<file path="src/buffer_pkg.sv">
// buffer depths must be powers of two and DISC_LATENCY at least 2 for the start delay line
`default_nettype none

package buffer_pkg;

  // sample batches held per capture
  localparam int SAMPLE_BUFFER_DEPTH = 32;
  // timestamps held per capture
  localparam int TSTAMP_BUFFER_DEPTH = 16;

  // write-depth counts run from 0 up to the full depth inclusive
  localparam int SAMPLE_DEPTH_WIDTH = $clog2(SAMPLE_BUFFER_DEPTH + 1);
  localparam int TSTAMP_DEPTH_WIDTH = $clog2(TSTAMP_BUFFER_DEPTH + 1);

  // cycles between discriminator reset and the hardware start
  localparam int DISC_LATENCY = 4;

  // capture FSM states shared by both buffers
  typedef enum logic [2:0] {
    IDLE,
    ARMED,
    CAPTURE,
    HOLD,
    READOUT
  } capture_state_t;

endpackage

`default_nettype wire

</file>
<file path="src/rx_pkg.sv">
// stream widths for a two-sample ADC front end; the readout bus width must be a multiple of each entry
`default_nettype none

package rx_pkg;

  // one ADC sample straight from the converter
  localparam int SAMPLE_WIDTH = 16;
  // samples delivered together on every valid cycle
  localparam int PARALLEL_SAMPLES = 2;
  // one batch entry, sample n in the low half
  localparam int DATA_WIDTH = SAMPLE_WIDTH * PARALLEL_SAMPLES;
  // one timestamp entry
  localparam int TSTAMP_WIDTH = 16;
  // host readout bus
  localparam int AXI_MM_WIDTH = 64;

  typedef logic [DATA_WIDTH-1:0] sample_batch_t;
  typedef logic [TSTAMP_WIDTH-1:0] tstamp_t;

endpackage

`default_nettype wire
</file>
<file path="src/timetagging_sample_buffer.sv">
// single clock; readout is always 4 timestamp beats then 16 sample beats, host trims with the write depths
`timescale 1ns/1ps
`default_nettype none

module timetagging_sample_buffer
  import rx_pkg::*;
  import buffer_pkg::*;
(
  input  logic                          ps_clk,
  input  logic                          ps_reset,
  // realtime data
  input  logic                          samples_valid,
  input  sample_batch_t                 samples_data,
  input  logic                          timestamps_valid,
  input  tstamp_t                       timestamps_data,
  input  logic                          digital_trigger,
  output logic                          discriminator_reset,
  // software control
  input  logic                          arm_start_stop_valid,
  output logic                          arm_start_stop_ready,
  input  logic [2:0]                    arm_start_stop_data,
  input  logic                          readout_start_valid,
  output logic                          readout_start_ready,
  input  logic                          capture_sw_reset,
  input  logic                          readout_sw_reset,
  // merged readout stream
  output logic                          readout_valid,
  input  logic                          readout_ready,
  output logic [AXI_MM_WIDTH-1:0]       readout_data,
  output logic                          readout_last,
  // status
  output logic [SAMPLE_DEPTH_WIDTH-1:0] samples_write_depth,
  output logic [TSTAMP_DEPTH_WIDTH-1:0] timestamps_write_depth
);

  typedef enum logic {SEL_TSTAMP, SEL_SAMPLES} readout_sel_t;

  // bit 0 is the sample buffer, bit 1 the timestamp buffer
  logic [1:0] capture_ready;
  logic [1:0] full;
  logic [1:0] hw_stop;
  logic arm;
  logic hw_start;

  logic smp_start_ready;
  logic ts_start_ready;
  logic readout_go;

  // buffer to packer
  sample_batch_t smp_data;
  tstamp_t ts_data;
  logic smp_valid, smp_ready, smp_last;
  logic ts_valid, ts_ready, ts_last;

  // packer to mux
  logic [AXI_MM_WIDTH-1:0] smp_beat;
  logic [AXI_MM_WIDTH-1:0] ts_beat;
  logic smp_beat_valid, smp_beat_ready, smp_beat_last;
  logic ts_beat_valid, ts_beat_ready, ts_beat_last;

  logic readout_flush;
  readout_sel_t sel;

  capture_control capture_control_i (
    .ps_clk, .ps_reset,
    .cmd_valid(arm_start_stop_valid), .cmd_data(arm_start_stop_data),
    .cmd_ready(arm_start_stop_ready),
    .digital_trigger, .capture_ready, .full,
    .arm, .hw_start, .discriminator_reset, .hw_stop
  );

  // both buffers must be holding data before a readout starts
  assign readout_start_ready = smp_start_ready & ts_start_ready;
  assign readout_go = readout_start_valid & readout_start_ready;

  capture_buffer #(.payload_t(sample_batch_t), .BUFFER_DEPTH(SAMPLE_BUFFER_DEPTH)) smp_buffer_i (
    .ps_clk, .ps_reset, .capture_sw_reset, .readout_sw_reset,
    .in_valid(samples_valid), .in_data(samples_data),
    .arm, .hw_start, .hw_stop(hw_stop[0]),
    .capture_ready(capture_ready[0]), .full(full[0]),
    .readout_start_valid(readout_go), .readout_start_ready(smp_start_ready),
    .out_valid(smp_valid), .out_data(smp_data), .out_last(smp_last), .out_ready(smp_ready),
    .write_depth(samples_write_depth)
  );

  capture_buffer #(.payload_t(tstamp_t), .BUFFER_DEPTH(TSTAMP_BUFFER_DEPTH)) ts_buffer_i (
    .ps_clk, .ps_reset, .capture_sw_reset, .readout_sw_reset,
    .in_valid(timestamps_valid), .in_data(timestamps_data),
    .arm, .hw_start, .hw_stop(hw_stop[1]),
    .capture_ready(capture_ready[1]), .full(full[1]),
    .readout_start_valid(readout_go), .readout_start_ready(ts_start_ready),
    .out_valid(ts_valid), .out_data(ts_data), .out_last(ts_last), .out_ready(ts_ready),
    .write_depth(timestamps_write_depth)
  );

  // packers clear one cycle after the buffers, catching a word taken in the reset cycle
  always_ff @(posedge ps_clk) begin
    if (ps_reset) begin
      readout_flush <= 1'b0;
    end else begin
      readout_flush <= readout_sw_reset;
    end
  end

  width_packer #(.DWIDTH_IN(DATA_WIDTH), .DWIDTH_OUT(AXI_MM_WIDTH)) smp_packer_i (
    .ps_clk, .ps_reset, .flush(readout_flush),
    .in_valid(smp_valid), .in_data(smp_data), .in_last(smp_last), .in_ready(smp_ready),
    .out_valid(smp_beat_valid), .out_data(smp_beat), .out_last(smp_beat_last),
    .out_ready(smp_beat_ready)
  );

  width_packer #(.DWIDTH_IN(TSTAMP_WIDTH), .DWIDTH_OUT(AXI_MM_WIDTH)) ts_packer_i (
    .ps_clk, .ps_reset, .flush(readout_flush),
    .in_valid(ts_valid), .in_data(ts_data), .in_last(ts_last), .in_ready(ts_ready),
    .out_valid(ts_beat_valid), .out_data(ts_beat), .out_last(ts_beat_last),
    .out_ready(ts_beat_ready)
  );

  ////////////////////////////////////////
  // output mux, timestamps then samples
  ////////////////////////////////////////

  always_ff @(posedge ps_clk) begin
    if (ps_reset || readout_sw_reset) begin
      sel <= SEL_TSTAMP;
    end else if ((sel == SEL_TSTAMP) && ts_beat_valid && ts_beat_ready && ts_beat_last) begin
      sel <= SEL_SAMPLES;
    end else if ((sel == SEL_SAMPLES) && smp_beat_valid && smp_beat_ready && smp_beat_last) begin
      sel <= SEL_TSTAMP;
    end
  end

  // stale beats stay hidden while the packers are being flushed
  assign readout_valid = ~readout_flush & ((sel == SEL_SAMPLES) ? smp_beat_valid : ts_beat_valid);
  assign readout_data = (sel == SEL_SAMPLES) ? smp_beat : ts_beat;
  // the timestamp last only ends the first phase
  assign readout_last = (sel == SEL_SAMPLES) & smp_beat_last;

  assign ts_beat_ready = (sel == SEL_TSTAMP) & readout_ready & ~readout_flush;
  assign smp_beat_ready = (sel == SEL_SAMPLES) & readout_ready & ~readout_flush;

endmodule

`default_nettype wire

</file>
<file path="src/width_packer.sv">
// DWIDTH_OUT must be a multiple of DWIDTH_IN; lanes after an early last are sent as zero
`timescale 1ns/1ps
`default_nettype none

module width_packer
  import rx_pkg::*;
#(
  parameter int DWIDTH_IN = DATA_WIDTH,
  parameter int DWIDTH_OUT = AXI_MM_WIDTH
) (
  input  logic                  ps_clk,
  input  logic                  ps_reset,
  // drops a partial beat and any beat waiting at the output
  input  logic                  flush,
  input  logic                  in_valid,
  input  logic [DWIDTH_IN-1:0]  in_data,
  input  logic                  in_last,
  output logic                  in_ready,
  output logic                  out_valid,
  output logic [DWIDTH_OUT-1:0] out_data,
  output logic                  out_last,
  input  logic                  out_ready
);

  localparam int RATIO = DWIDTH_OUT / DWIDTH_IN;
  localparam int IDX_WIDTH = (RATIO > 1) ? $clog2(RATIO) : 1;
  localparam logic [IDX_WIDTH-1:0] IDX_LAST = IDX_WIDTH'(RATIO - 1);

  // beat being assembled, first word in the low lane
  logic [DWIDTH_OUT-1:0] acc;
  logic [DWIDTH_OUT-1:0] acc_next;
  logic [IDX_WIDTH-1:0] idx;
  logic accept;
  logic beat_done;

  // input waits only while a finished beat is stuck at the output
  assign in_ready = ~out_valid | out_ready;
  assign accept = in_valid & in_ready;
  assign beat_done = accept & (in_last | (idx == IDX_LAST));

  always_comb begin
    acc_next = acc;
    acc_next[idx*DWIDTH_IN +: DWIDTH_IN] = in_data;
  end

  always_ff @(posedge ps_clk) begin
    if (ps_reset || flush) begin
      acc <= '0;
      idx <= '0;
      out_valid <= 1'b0;
      out_last <= 1'b0;
    end else begin
      if (out_valid && out_ready) begin
        out_valid <= 1'b0;
        out_last <= 1'b0;
      end
      if (beat_done) begin
        // beat complete, start the next one from clean lanes
        acc <= '0;
        idx <= '0;
        out_valid <= 1'b1;
        out_last <= in_last;
      end else if (accept) begin
        acc <= acc_next;
        idx <= idx + 1'b1;
      end
    end
  end

  // output beat, held until taken
  always_ff @(posedge ps_clk) begin
    if (beat_done) begin
      out_data <= acc_next;
    end
  end

endmodule

`default_nettype wire

</file>
<file path="src/capture_buffer.sv">
// depth must be a power of two; readout always sends all entries, valid or not, so the host trims by write_depth
`timescale 1ns/1ps
`default_nettype none

module capture_buffer
  import rx_pkg::*;
  import buffer_pkg::*;
#(
  parameter type payload_t = sample_batch_t,
  parameter int BUFFER_DEPTH = SAMPLE_BUFFER_DEPTH
) (
  input  logic     ps_clk,
  input  logic     ps_reset,
  input  logic     capture_sw_reset,
  input  logic     readout_sw_reset,
  // realtime input, no back-pressure
  input  logic     in_valid,
  input  payload_t in_data,
  // control pulses
  input  logic     arm,
  input  logic     hw_start,
  input  logic     hw_stop,
  output logic     capture_ready,
  output logic     full,
  // readout command
  input  logic     readout_start_valid,
  output logic     readout_start_ready,
  // entry stream toward the packer
  output logic     out_valid,
  output payload_t out_data,
  output logic     out_last,
  input  logic     out_ready,
  // entries stored in the current capture
  output logic [$clog2(BUFFER_DEPTH+1)-1:0] write_depth
);

  localparam int ADDR_WIDTH = $clog2(BUFFER_DEPTH);
  localparam int DEPTH_WIDTH = $clog2(BUFFER_DEPTH + 1);
  localparam logic [DEPTH_WIDTH-1:0] DEPTH_MAX = DEPTH_WIDTH'(BUFFER_DEPTH);
  localparam logic [DEPTH_WIDTH-1:0] DEPTH_LAST = DEPTH_WIDTH'(BUFFER_DEPTH - 1);

  capture_state_t state;

  // write side
  logic [DEPTH_WIDTH-1:0] wr_count;
  logic wr_en;

  // entry memory with a one-cycle registered read
  payload_t mem [BUFFER_DEPTH];
  payload_t mem_q;

  // read side, rd_count counts issued reads
  logic [DEPTH_WIDTH-1:0] rd_count;
  logic rd_issue;
  logic rd_pending;
  logic rd_pending_last;
  logic readout_go;
  logic readout_done;

  // two-entry output register
  payload_t skid_data [2];
  logic [1:0] skid_last;
  logic skid_wr_ptr;
  logic skid_rd_ptr;
  logic [1:0] skid_count;
  logic [2:0] occupancy;
  logic pop;

  ////////////////////////////////////////
  // capture FSM
  ////////////////////////////////////////

  // start/stop commands are only taken while no data is held
  assign capture_ready = (state != HOLD) && (state != READOUT);
  assign full = (wr_count == DEPTH_MAX);
  assign write_depth = wr_count;

  assign readout_start_ready = (state == HOLD);
  assign readout_go = readout_start_valid & readout_start_ready;

  // stop wins over a word arriving in the same cycle
  assign wr_en = (state == CAPTURE) && in_valid && !hw_stop && (wr_count != DEPTH_MAX);

  always_ff @(posedge ps_clk) begin
    if (ps_reset || capture_sw_reset) begin
      state <= IDLE;
    end else if (readout_sw_reset && (state == READOUT)) begin
      // captured data stays, only the readout starts over
      state <= HOLD;
    end else begin
      case (state)
        IDLE: begin
          if (arm) begin
            state <= ARMED;
          end
        end
        ARMED: begin
          if (hw_start) begin
            state <= CAPTURE;
          end
        end
        CAPTURE: begin
          // leave on an external stop or on the write that fills the memory
          if (hw_stop || (wr_en && (wr_count == DEPTH_LAST))) begin
            state <= HOLD;
          end
        end
        HOLD: begin
          if (readout_go) begin
            state <= READOUT;
          end
        end
        READOUT: begin
          if (readout_done) begin
            state <= IDLE;
          end
        end
        default: begin
          state <= IDLE;
        end
      endcase
    end
  end

  always_ff @(posedge ps_clk) begin
    if (ps_reset || capture_sw_reset) begin
      wr_count <= '0;
    end else if ((state == IDLE) && arm) begin
      // a new arm discards the previous capture count
      wr_count <= '0;
    end else if (wr_en) begin
      wr_count <= wr_count + 1'b1;
    end
  end

  ////////////////////////////////////////
  // memory
  ////////////////////////////////////////

  always_ff @(posedge ps_clk) begin
    if (wr_en) begin
      mem[wr_count[ADDR_WIDTH-1:0]] <= in_data;
    end
    // read address follows rd_count, data lands one cycle after issue
    mem_q <= mem[rd_count[ADDR_WIDTH-1:0]];
  end

  ////////////////////////////////////////
  // readout
  ////////////////////////////////////////

  assign pop = out_valid & out_ready;
  assign readout_done = pop & out_last;

  // words held plus the one coming out of memory
  assign occupancy = {1'b0, skid_count} + {2'b00, rd_pending};

  // issue only if the output register can take the word next cycle
  assign rd_issue = (state == READOUT) && (rd_count != DEPTH_MAX) &&
                    (occupancy <= (3'd1 + {2'b00, pop}));

  always_ff @(posedge ps_clk) begin
    if (ps_reset || capture_sw_reset || readout_sw_reset || (state != READOUT)) begin
      rd_count <= '0;
      rd_pending <= 1'b0;
      rd_pending_last <= 1'b0;
      skid_wr_ptr <= 1'b0;
      skid_rd_ptr <= 1'b0;
      skid_count <= '0;
    end else begin
      if (rd_issue) begin
        rd_count <= rd_count + 1'b1;
      end
      rd_pending <= rd_issue;
      // tag the final address so last rides with its word
      rd_pending_last <= rd_issue && (rd_count == DEPTH_LAST);
      if (rd_pending) begin
        skid_wr_ptr <= ~skid_wr_ptr;
      end
      if (pop) begin
        skid_rd_ptr <= ~skid_rd_ptr;
      end
      skid_count <= skid_count + {1'b0, rd_pending} - {1'b0, pop};
    end
  end

  // payload slots, qualified by skid_count
  always_ff @(posedge ps_clk) begin
    if (rd_pending) begin
      skid_data[skid_wr_ptr] <= mem_q;
      skid_last[skid_wr_ptr] <= rd_pending_last;
    end
  end

  assign out_valid = (skid_count != 2'd0);
  assign out_data = skid_data[skid_rd_ptr];
  assign out_last = skid_last[skid_rd_ptr];

endmodule

`default_nettype wire

</file>
<file path="src/capture_control.sv">
// commands are {arm, start, stop}; a start must come with arm and stop is ignored outside capture
`timescale 1ns/1ps
`default_nettype none

module capture_control
  import buffer_pkg::*;
(
  input  logic       ps_clk,
  input  logic       ps_reset,
  // command stream from software
  input  logic       cmd_valid,
  input  logic [2:0] cmd_data,
  output logic       cmd_ready,
  // realtime trigger from the trigger manager
  input  logic       digital_trigger,
  // per buffer status, bit 0 samples and bit 1 timestamps
  input  logic [1:0] capture_ready,
  input  logic [1:0] full,
  // pulses to the buffers
  output logic       arm,
  output logic       hw_start,
  output logic       discriminator_reset,
  output logic [1:0] hw_stop
);

  logic cmd_accept;
  // command held for one cycle so start lands after arm
  logic pend_valid;
  logic pend_start;
  logic pend_stop;
  // software start/stop as applied
  logic sw_start;
  logic sw_stop;
  // start or trigger travelling toward hw_start
  logic [DISC_LATENCY-1:0] start_pipe;

  ////////////////////////////////////////
  // command acceptance
  ////////////////////////////////////////

  // no new command while one is in flight or a buffer holds data
  assign cmd_ready = ~pend_valid & (&capture_ready);
  assign cmd_accept = cmd_valid & cmd_ready;

  always_ff @(posedge ps_clk) begin
    if (ps_reset) begin
      arm <= 1'b0;
      pend_valid <= 1'b0;
      pend_start <= 1'b0;
      pend_stop <= 1'b0;
      sw_start <= 1'b0;
      sw_stop <= 1'b0;
    end else begin
      // arm goes out right away, bit 2
      arm <= cmd_accept & cmd_data[2];
      pend_valid <= cmd_accept;
      // start is bit 1 and stop bit 0
      pend_start <= cmd_accept & cmd_data[1];
      pend_stop <= cmd_accept & cmd_data[0];
      // second stage, one cycle behind arm
      sw_start <= pend_start;
      sw_stop <= pend_stop;
    end
  end

  ////////////////////////////////////////
  // discriminator reset and start delay
  ////////////////////////////////////////

  // trigger path is combinational so the discriminator sees it in the same cycle
  assign discriminator_reset = sw_start | digital_trigger;

  always_ff @(posedge ps_clk) begin
    if (ps_reset) begin
      start_pipe <= '0;
    end else begin
      start_pipe <= {start_pipe[DISC_LATENCY-2:0], discriminator_reset};
    end
  end

  // buffers start once the discriminator has settled
  assign hw_start = start_pipe[DISC_LATENCY-1];

  // either buffer filling ends capture in the other one too
  assign hw_stop[0] = sw_stop | full[1];
  assign hw_stop[1] = sw_stop | full[0];

endmodule

`default_nettype wire

</file>
<file path="config.mk">
export PLATFORM = sky130hd
export DESIGN_NAME = timetagging_sample_buffer
export DESIGN_NICKNAME = d
export VERILOG_FILES = /design/src/buffer_pkg.sv /design/src/rx_pkg.sv /design/src/timetagging_sample_buffer.sv /design/src/width_packer.sv /design/src/capture_buffer.sv /design/src/capture_control.sv
export SDC_FILE = /design/constraint.sdc
export NUM_CORES = 2
export LEC_CHECK = 0
export ABC_CLOCK_PERIOD_IN_PS = 12400
export BUFFER_PORTS_ARGS = -buffer_cell sky130_fd_sc_hd__buf_2
export CAP_MARGIN = 20
export CORE_MARGIN = 1.5
export CORE_UTILIZATION = 65
export DETAILED_ROUTE_END_ITERATION = 10
export MAX_ROUTING_LAYER = met4
export PLACE_DENSITY = 0.79
export REMOVE_ABC_BUFFERS = 1
export SLEW_MARGIN = 20
export SYNTH_ARGS = -nofsm -noshare
export SYNTH_HDL_FRONTEND = slang
export SYNTH_SLANG_ARGS = --single-unit
</file>
<file path="constraint.sdc">
create_clock -name ps_clk -period 12.4 [get_ports ps_clk]
set_input_delay 2.48 -clock ps_clk [delete_from_list [all_inputs] [get_ports ps_clk]]
set_output_delay 2.48 -clock ps_clk [all_outputs]
set_load 0.02 [all_outputs]
</file>
Yosys cells after proc, flatten, opt, wreduce, memory -nomap -nowiden
Memories as Yosys holds them, arrays and structs flattened. A register that Yosys moved wholly into a read port is not among the register bits.
Index checks and enable logic that the tools add are counted.
{"block": "totals", "reg_bits": 319, "latch_bits": 0, "ram_bits": 1376, "rom_bits": 0, "inputBits": 61, "output_inout_bits": 80, "wordCells": 255, "mem_count": 4}
{"block": "op_classes", "addsub": 16, "mul": 0, "div_mod_pow": 0, "n_lt_le_gt_ge": 8, "eq_ne": 43, "shift": 4, "n_mux": 46, "n_bitwise": 37, "n_reduce_logical": 58}
{"name": "smp_buffer_i.mem", "words": 32, "word_bits": 32, "read_ports": 1, "rd_clocked_by_memory_dff": 1, "write_ports": 1, "line_no": "capture_buffer.sv:49", "source": "payload_t mem [BUFFER_DEPTH];"}
{"name": "ts_buffer_i.mem", "words": 16, "word_bits": 16, "read_ports": 1, "rd_clocked_by_memory_dff": 1, "write_ports": 1, "line_no": "capture_buffer.sv:49"}
{"name": "smp_buffer_i.skid_data", "words": 2, "word_bits": 32, "read_ports": 1, "rd_clocked_by_memory_dff": 1, "write_ports": 1, "line_no": "capture_buffer.sv:61", "source": "payload_t skid_data [2];"}
{"name": "ts_buffer_i.skid_data", "words": 2, "word_bits": 16, "read_ports": 1, "rd_clocked_by_memory_dff": 1, "write_ports": 1, "line_no": "capture_buffer.sv:61"}
{"cell": "64-bit bitwise mux", "count": 2}
{"cell": "6-bit negator with 34-bit output", "count": 2}
{"cell": "64-bit 2-to-1 mux", "count": 1}
{"cell": "16-bit by 34-bit variable shift with 64-bit output (first input constant)", "count": 1}
{"cell": "32-bit by 34-bit variable shift with 64-bit output (first input constant)", "count": 1}
{"cell": "16-bit by 34-bit indexed part select with 64-bit output", "count": 1}
{"cell": "32-bit by 34-bit indexed part select with 64-bit output", "count": 1}
{"cell": "1-bit logical AND", "count": 30}
{"cell": "3-bit one-hot mux with 5 select lines", "count": 2}
{"cell": "1-bit 2-to-1 mux", "count": 27}
{"cell": "3-bit 2-to-1 mux", "count": 8}
{"cell": "3-bit by 2-bit inequality test with 1-bit output (second input constant)", "count": 8}
{"cell": "1-bit bitwise AND", "count": 21}
{"cell": "5-bit AND reduction", "count": 4}
{"cell": "3-bit inequality test (second input constant)", "count": 6}
{"cell": "2-bit inequality test (second input constant)", "count": 8}
{"cell": "6-bit by 1-bit adder with 6-bit output (second input constant)", "count": 2}
{"cell": "3-bit by 2-bit equality test with 1-bit output (second input constant)", "count": 4}
{"cell": "6-bit by 5-bit equality test with 1-bit output (second input constant)", "count": 2}
{"cell": "6-bit inequality test (second input constant)", "count": 2}
{"cell": "2-bit OR reduction", "count": 6}
{"cell": "5-bit by 1-bit adder with 5-bit output (second input constant)", "count": 2}
{"cell": "5-bit by 4-bit equality test with 1-bit output (second input constant)", "count": 2}
{"cell": "5-bit inequality test (second input constant)", "count": 2}
{"cell": "other kinds (25)", "count": 67}

Depth between registers and ports, before layout
{"block": "depth", "ltp_word": 10, "mapped_depth": 11}

Hierarchy
Synthesis repeated with hierarchy kept, for this count alone.
{"block": "hier_totals", "cells_unflattened": 3610, "area_unflattened_um2": 67566.1}
{"mod": "capture_buffer (smp_buffer_i)", "n_inst": 1, "cells_each": 1898, "area_per_inst_um2": 43127.6, "seq_area_each_um2": 33812.4}
{"mod": "capture_buffer (ts_buffer_i)", "n_inst": 1, "cells_each": 635, "area_per_inst_um2": 12638.4, "seq_area_each_um2": 9429.0}
{"mod": "width_packer (ts_packer_i)", "n_inst": 1, "cells_each": 592, "area_per_inst_um2": 5544.1, "seq_area_each_um2": 3283.1}
{"mod": "width_packer (smp_packer_i)", "n_inst": 1, "cells_each": 372, "area_per_inst_um2": 4976.0, "seq_area_each_um2": 3263.1}
{"mod": "timetagging_sample_buffer", "n_inst": 1, "cells_each": 86, "area_per_inst_um2": 940.9, "seq_area_each_um2": 40.0}
{"mod": "capture_control", "n_inst": 1, "cells_each": 27, "area_per_inst_um2": 339.1, "seq_area_each_um2": 200.2}

Worst setup path after synthesis
Ideal clock, no wire load.
{"block": "synth_path", "kind": "input -> register", "from": "input readout_ready", "to": "register smp_packer_i.out_data[0], enable pin", "arrival_time_ns": 5.690, "required_time_ns": 11.911, "setup_slack_ns": 6.222, "cell_stages": 4, "n_path_buf": 1, "path_cell_list": "nand3b_1 -> a21o_1 -> clkbuf_1 -> nor2_1"}
{"block": "synth_between", "elab_chain_cells": 5}
{"element": "from (decl)", "line_no": "timetagging_sample_buffer.sv:28", "source": "input logic readout_ready,"}
{"element": "1-bit bitwise AND (2 in a row)", "line_no": "timetagging_sample_buffer.sv:140", "source": "assign smp_beat_ready = (sel == SEL_SAMPLES) & readout_ready & ~readout_flush;"}
{"element": "1-bit bitwise OR", "line_no": "width_packer.sv:37", "source": "assign in_ready = ~out_valid | out_ready;"}
{"element": "1-bit bitwise AND", "line_no": "width_packer.sv:38", "source": "assign accept = in_valid & in_ready;"}
{"element": "1-bit bitwise AND", "line_no": "width_packer.sv:39", "source": "assign beat_done = accept & (in_last | (idx == IDX_LAST));"}
{"element": "named net smp_packer_i.beat_done", "line_no": "width_packer.sv:34", "source": "logic beat_done;"}
{"element": "to (signal assigned)", "line_no": "width_packer.sv:73", "source": "out_data <= acc_next;"}
{"element": "to (decl)", "line_no": "width_packer.sv:20", "source": "output logic [DWIDTH_OUT-1:0] out_data,"}
The timed path passes the listed nets, and every way through them passes these cells.
A chain may end at the register's enable or synchronous reset.

Worst setup path after layout
{"block": "layout_path", "from": "input digital_trigger", "to": "output discriminator_reset"}
{"block": "layout_between", "elab_chain_cells": 1}
{"element": "from (decl)", "line_no": "timetagging_sample_buffer.sv:16", "source": "input logic digital_trigger,"}
{"element": "1-bit bitwise OR", "line_no": "capture_control.sv:71", "source": "assign discriminator_reset = sw_start | digital_trigger;"}
{"element": "to (decl)", "line_no": "timetagging_sample_buffer.sv:17", "source": "output logic discriminator_reset,"}
No other way between the ends.

==> impl_metrics.ini <==
[timing]
clock.fmax_mhz = 182
max_slew.worst_pin.slew_ps = 1050
final_hold_viol_count = 0
rsz_0062_raised_after_global_routing = false
fin_crit_sh_pct = 44.4
hold_ws_ps = 426
final_worst_path_period_need_ps = 5500
final.setup_skew_ps = 31.5
timing.slew.headroom_pct = 28.2
timing.final.max_slew_violations = 0
setup-violations-final = 0

[finish]
post_route_cells_drive_above_1_share_pct = 22.3
commonest_non_fill_non_tap_cell_in_the_layout = sky130_fd_sc_hd__edfxtp_1
syn2layout_area_growth_pct = 11.8
fin_nets = 4064
postLayoutCellArea_sq_mm = 0.0748
nFillCells = 5826
multiInputGateArea_sq_mm = 0.0159
instances_no_fill = 5492
mostFrequentLayoutCells = sky130_fd_sc_hd__edfxtp_1, sky130_fd_sc_hd__mux2i_1, sky130_fd_sc_hd__nand2_1
area.sequential_sq_mm = 0.0500

[pwr]
power.share.sequential_pct = 55.5
power.share.combinational_pct = 0.8
power_frac_clock_pct = 43.7
cellPowerDensity_mw_per_mm2 = 153
design_power_total_w = 0.0114
swShare_pct = 19.7
vdd_ir_drop_max_v = 0.000168
power.net_switching_w = 0.00225
power.static_leakage_nw = 23.3
internal_power_w = 0.00919

[placement]
dpl-instance-area_sq_mm = 0.0693
hpwl_microns = 82700
dpl.cell_count = 5171
io_buffers = 140
gp_congestion = 0.822

[drt]
drt-wirelength-per-cell_microns = 29.1
route.vias.total = 36283
antenna_left = 0
drt-total-wl_microns = 160000
dr.first_iter.drc_count = 5013
drt_drc_violations_left = 0
route.detailed.vias_per_inst = 6.61
tritonroute_pass_1_iters = 6

[clock_tree]
cts_h_tree_lvls = 4
cts.repair.resized = 0
worst_setup_hold_path_clk_slew_ps = 50
cts.repair_timing.setup_buffer_count = 0
ctsLongestPathBuffers = 3
tritoncts_num_sinks = 1745
clock_insertion_delay_worst_skew_ps = 780
cts_tree = built
postCtsHoldBufs = 0
clock-root-buffer = sky130_fd_sc_hd__clkbuf_16
tritoncts.num_buffers = 165

[global_route]
grt_first_pass_wirelength_microns = 232000
grt_remaining_overflow = 0
first_global_vias = 36242
grt_max_degree = 74
initial_antenna_violation_count = 12
grt_usage_pct = 31.8

[synthesis]
yosys_warnings = 0
netlist_instances = 3787
synth_top_flop_cell = sky130_fd_sc_hd__edfxtp_1
syn-cell-area_sq_mm = 0.0669
async_flop_share_pct = 0
synth.avg_cell_area_sq_um = 17.7
synth.distinct_cells = 74
ys_seq_area_share_pct = 74.8
synth_enable_flop_cells = 1508
synth_seq_cells = 1745

[setup_path]
timing.critical_path.to_type = primary output
regToRegStartpoint = smp_buffer_i.rd_count[1]$_SDFFE_PP0P_
cp.required_ps = 9920
worstPathArrival_ps = 3020
path_max_fanout = 2
rr_worst_depth = 6
crit_start = digital_trigger
start_to_end_type_of_the_worst_setup_path = primary input to primary output
critical_path.startpoint_type = primary input

[floorplan]
die-height_microns = 324
coreArea_sq_mm = 0.102
floorplan_die_area_sq_mm = 0.105
initial_utilization_pct = 65.6
io_pins = 141
placementRows = 117
fp.dieW_microns = 324

[worst_hold_path]
hold_path_depth = 0
holdCritPathClass = flop to flop
timing.hold.worst.start = smp_buffer_i.mem_q[3]$_DFF_P_

[outcome]
run_status = finished clean

[job]
timing.max_cap.violations = 0
-- worst paths after layout --
| check | endpoint | slack, ps |
|---|---|---|
| setup / recovery | discriminator_reset | 6900 |
| hold / removal | smp_buffer_i.skid_data[0][3]$_DFFE_PP_ | 430 |
| setup reg to reg | smp_buffer_i.mem_q[4]$_DFF_P_ | 7950 |
| hold reg to reg | smp_buffer_i.skid_data[0][3]$_DFFE_PP_ | 430 |
-- cell type report --
cell class,instances,share of cell area [%]
Antenna cell,13,0.0435
Clock buffer,212,5.99
Sequential cell,1745,66.9
Tap cell,1368,2.29
Timing Repair Buffer,229,1.84
Clock inverter,95,1.21
Inverter,92,0.462
Multi-Input combinational cell,1738,21.2
-- sequential cells by signal, indices dropped and copies added, names as in the netlist, 6 cells and up, named ones only --
name / flops
smp_buffer_i.mem_q: 32
smp_buffer_i.skid_data: 64
smp_buffer_i.write_depth: 6
smp_buffer_i.rd_count: 6
ts_packer_i.out_data: 64
smp_packer_i.acc: 64
ts_buffer_i.skid_data: 32
ts_buffer_i.mem: 256
ts_packer_i.acc: 64
ts_buffer_i.mem_q: 16
smp_packer_i.out_data: 64
smp_buffer_i.mem: 1024
-- metrics by stage --
| step | setup TNS, ps | worst slack (ps) | util [%] |
|---|---|---|---|
| 2_1_floorplan | -4550 | -464 | - |
| 3_3_place_gp | 0 | 6900 | 68.0 |
| 3_5_place_dp | 0 | 6900 | 68.0 |
| 4_1_cts | 0 | 6900 | 73.3 |
| 5_1_grt | 0 | 6890 | 73.4 |
| 6_report | 0 | 6900 | 73.4 |
-- kinds of logic (layout without fill, tap and decap cells) --
family / after synthesis / after routing / synth area share (%)
DFF: 1745 / 1745 / 74.8
AOI/OAI and AO/OA: 431 / 431 / 4.14
adders and majority gates: 32 / 32 / 0.621
other: 0 / 13 / 0
xor gates and xnor gates: 22 / 22 / 0.288
buffers and inverters: 304 / 628 / 1.97
and+or+nand+nor: 614 / 614 / 4.25
muxes: 639 / 639 / 13.9
-- routing by layer --
metal	vias to the layer above	routed length (microns)	track usage (%)
met2	2275	78300	49.3
met5	-	0	-
li1	15226	-	-
met4	0	6240	12.8
met1	18406	58700	41.7
met3	376	16700	6.39
-- cells in the mapped netlist, drive strengths merged, types with 35 or more instances --
master  instances  area (sq um)
dfxtp         237          4740
clkbuf        100           377
nand4          35           219
nand3          72           365
a22oi         140          1050
mux2i         261          2610
mux4          216          4860
inv            91           342
o22ai          64           400
mux2          162          1820
buf           112           593
edfxtp       1508         45300
nor2          144           541
a21oi         162           811
nand2         263          1000
-- critical path, cell delays in order --
cell	delay, ps
sky130_fd_sc_hd__buf_2	90
sky130_fd_sc_hd__or2_2	290
sky130_fd_sc_hd__buf_2	160
-- power by group through the flow --
stage | Combinational, W | Clock, W | Sequential (W)
2_1_floorplan | 0.0000145 | 0 | 0.00649
3_3_place_gp | 0.0000802 | 0 | 0.00648
3_5_place_dp | 0.0000847 | 0 | 0.00648
4_1_cts | 0.0000859 | 0.00504 | 0.00636
5_1_grt | 0.0000949 | 0.00526 | 0.00636
6_report | 0.0000871 | 0.00500 | 0.00636
(Power assumes the default switching activity.)
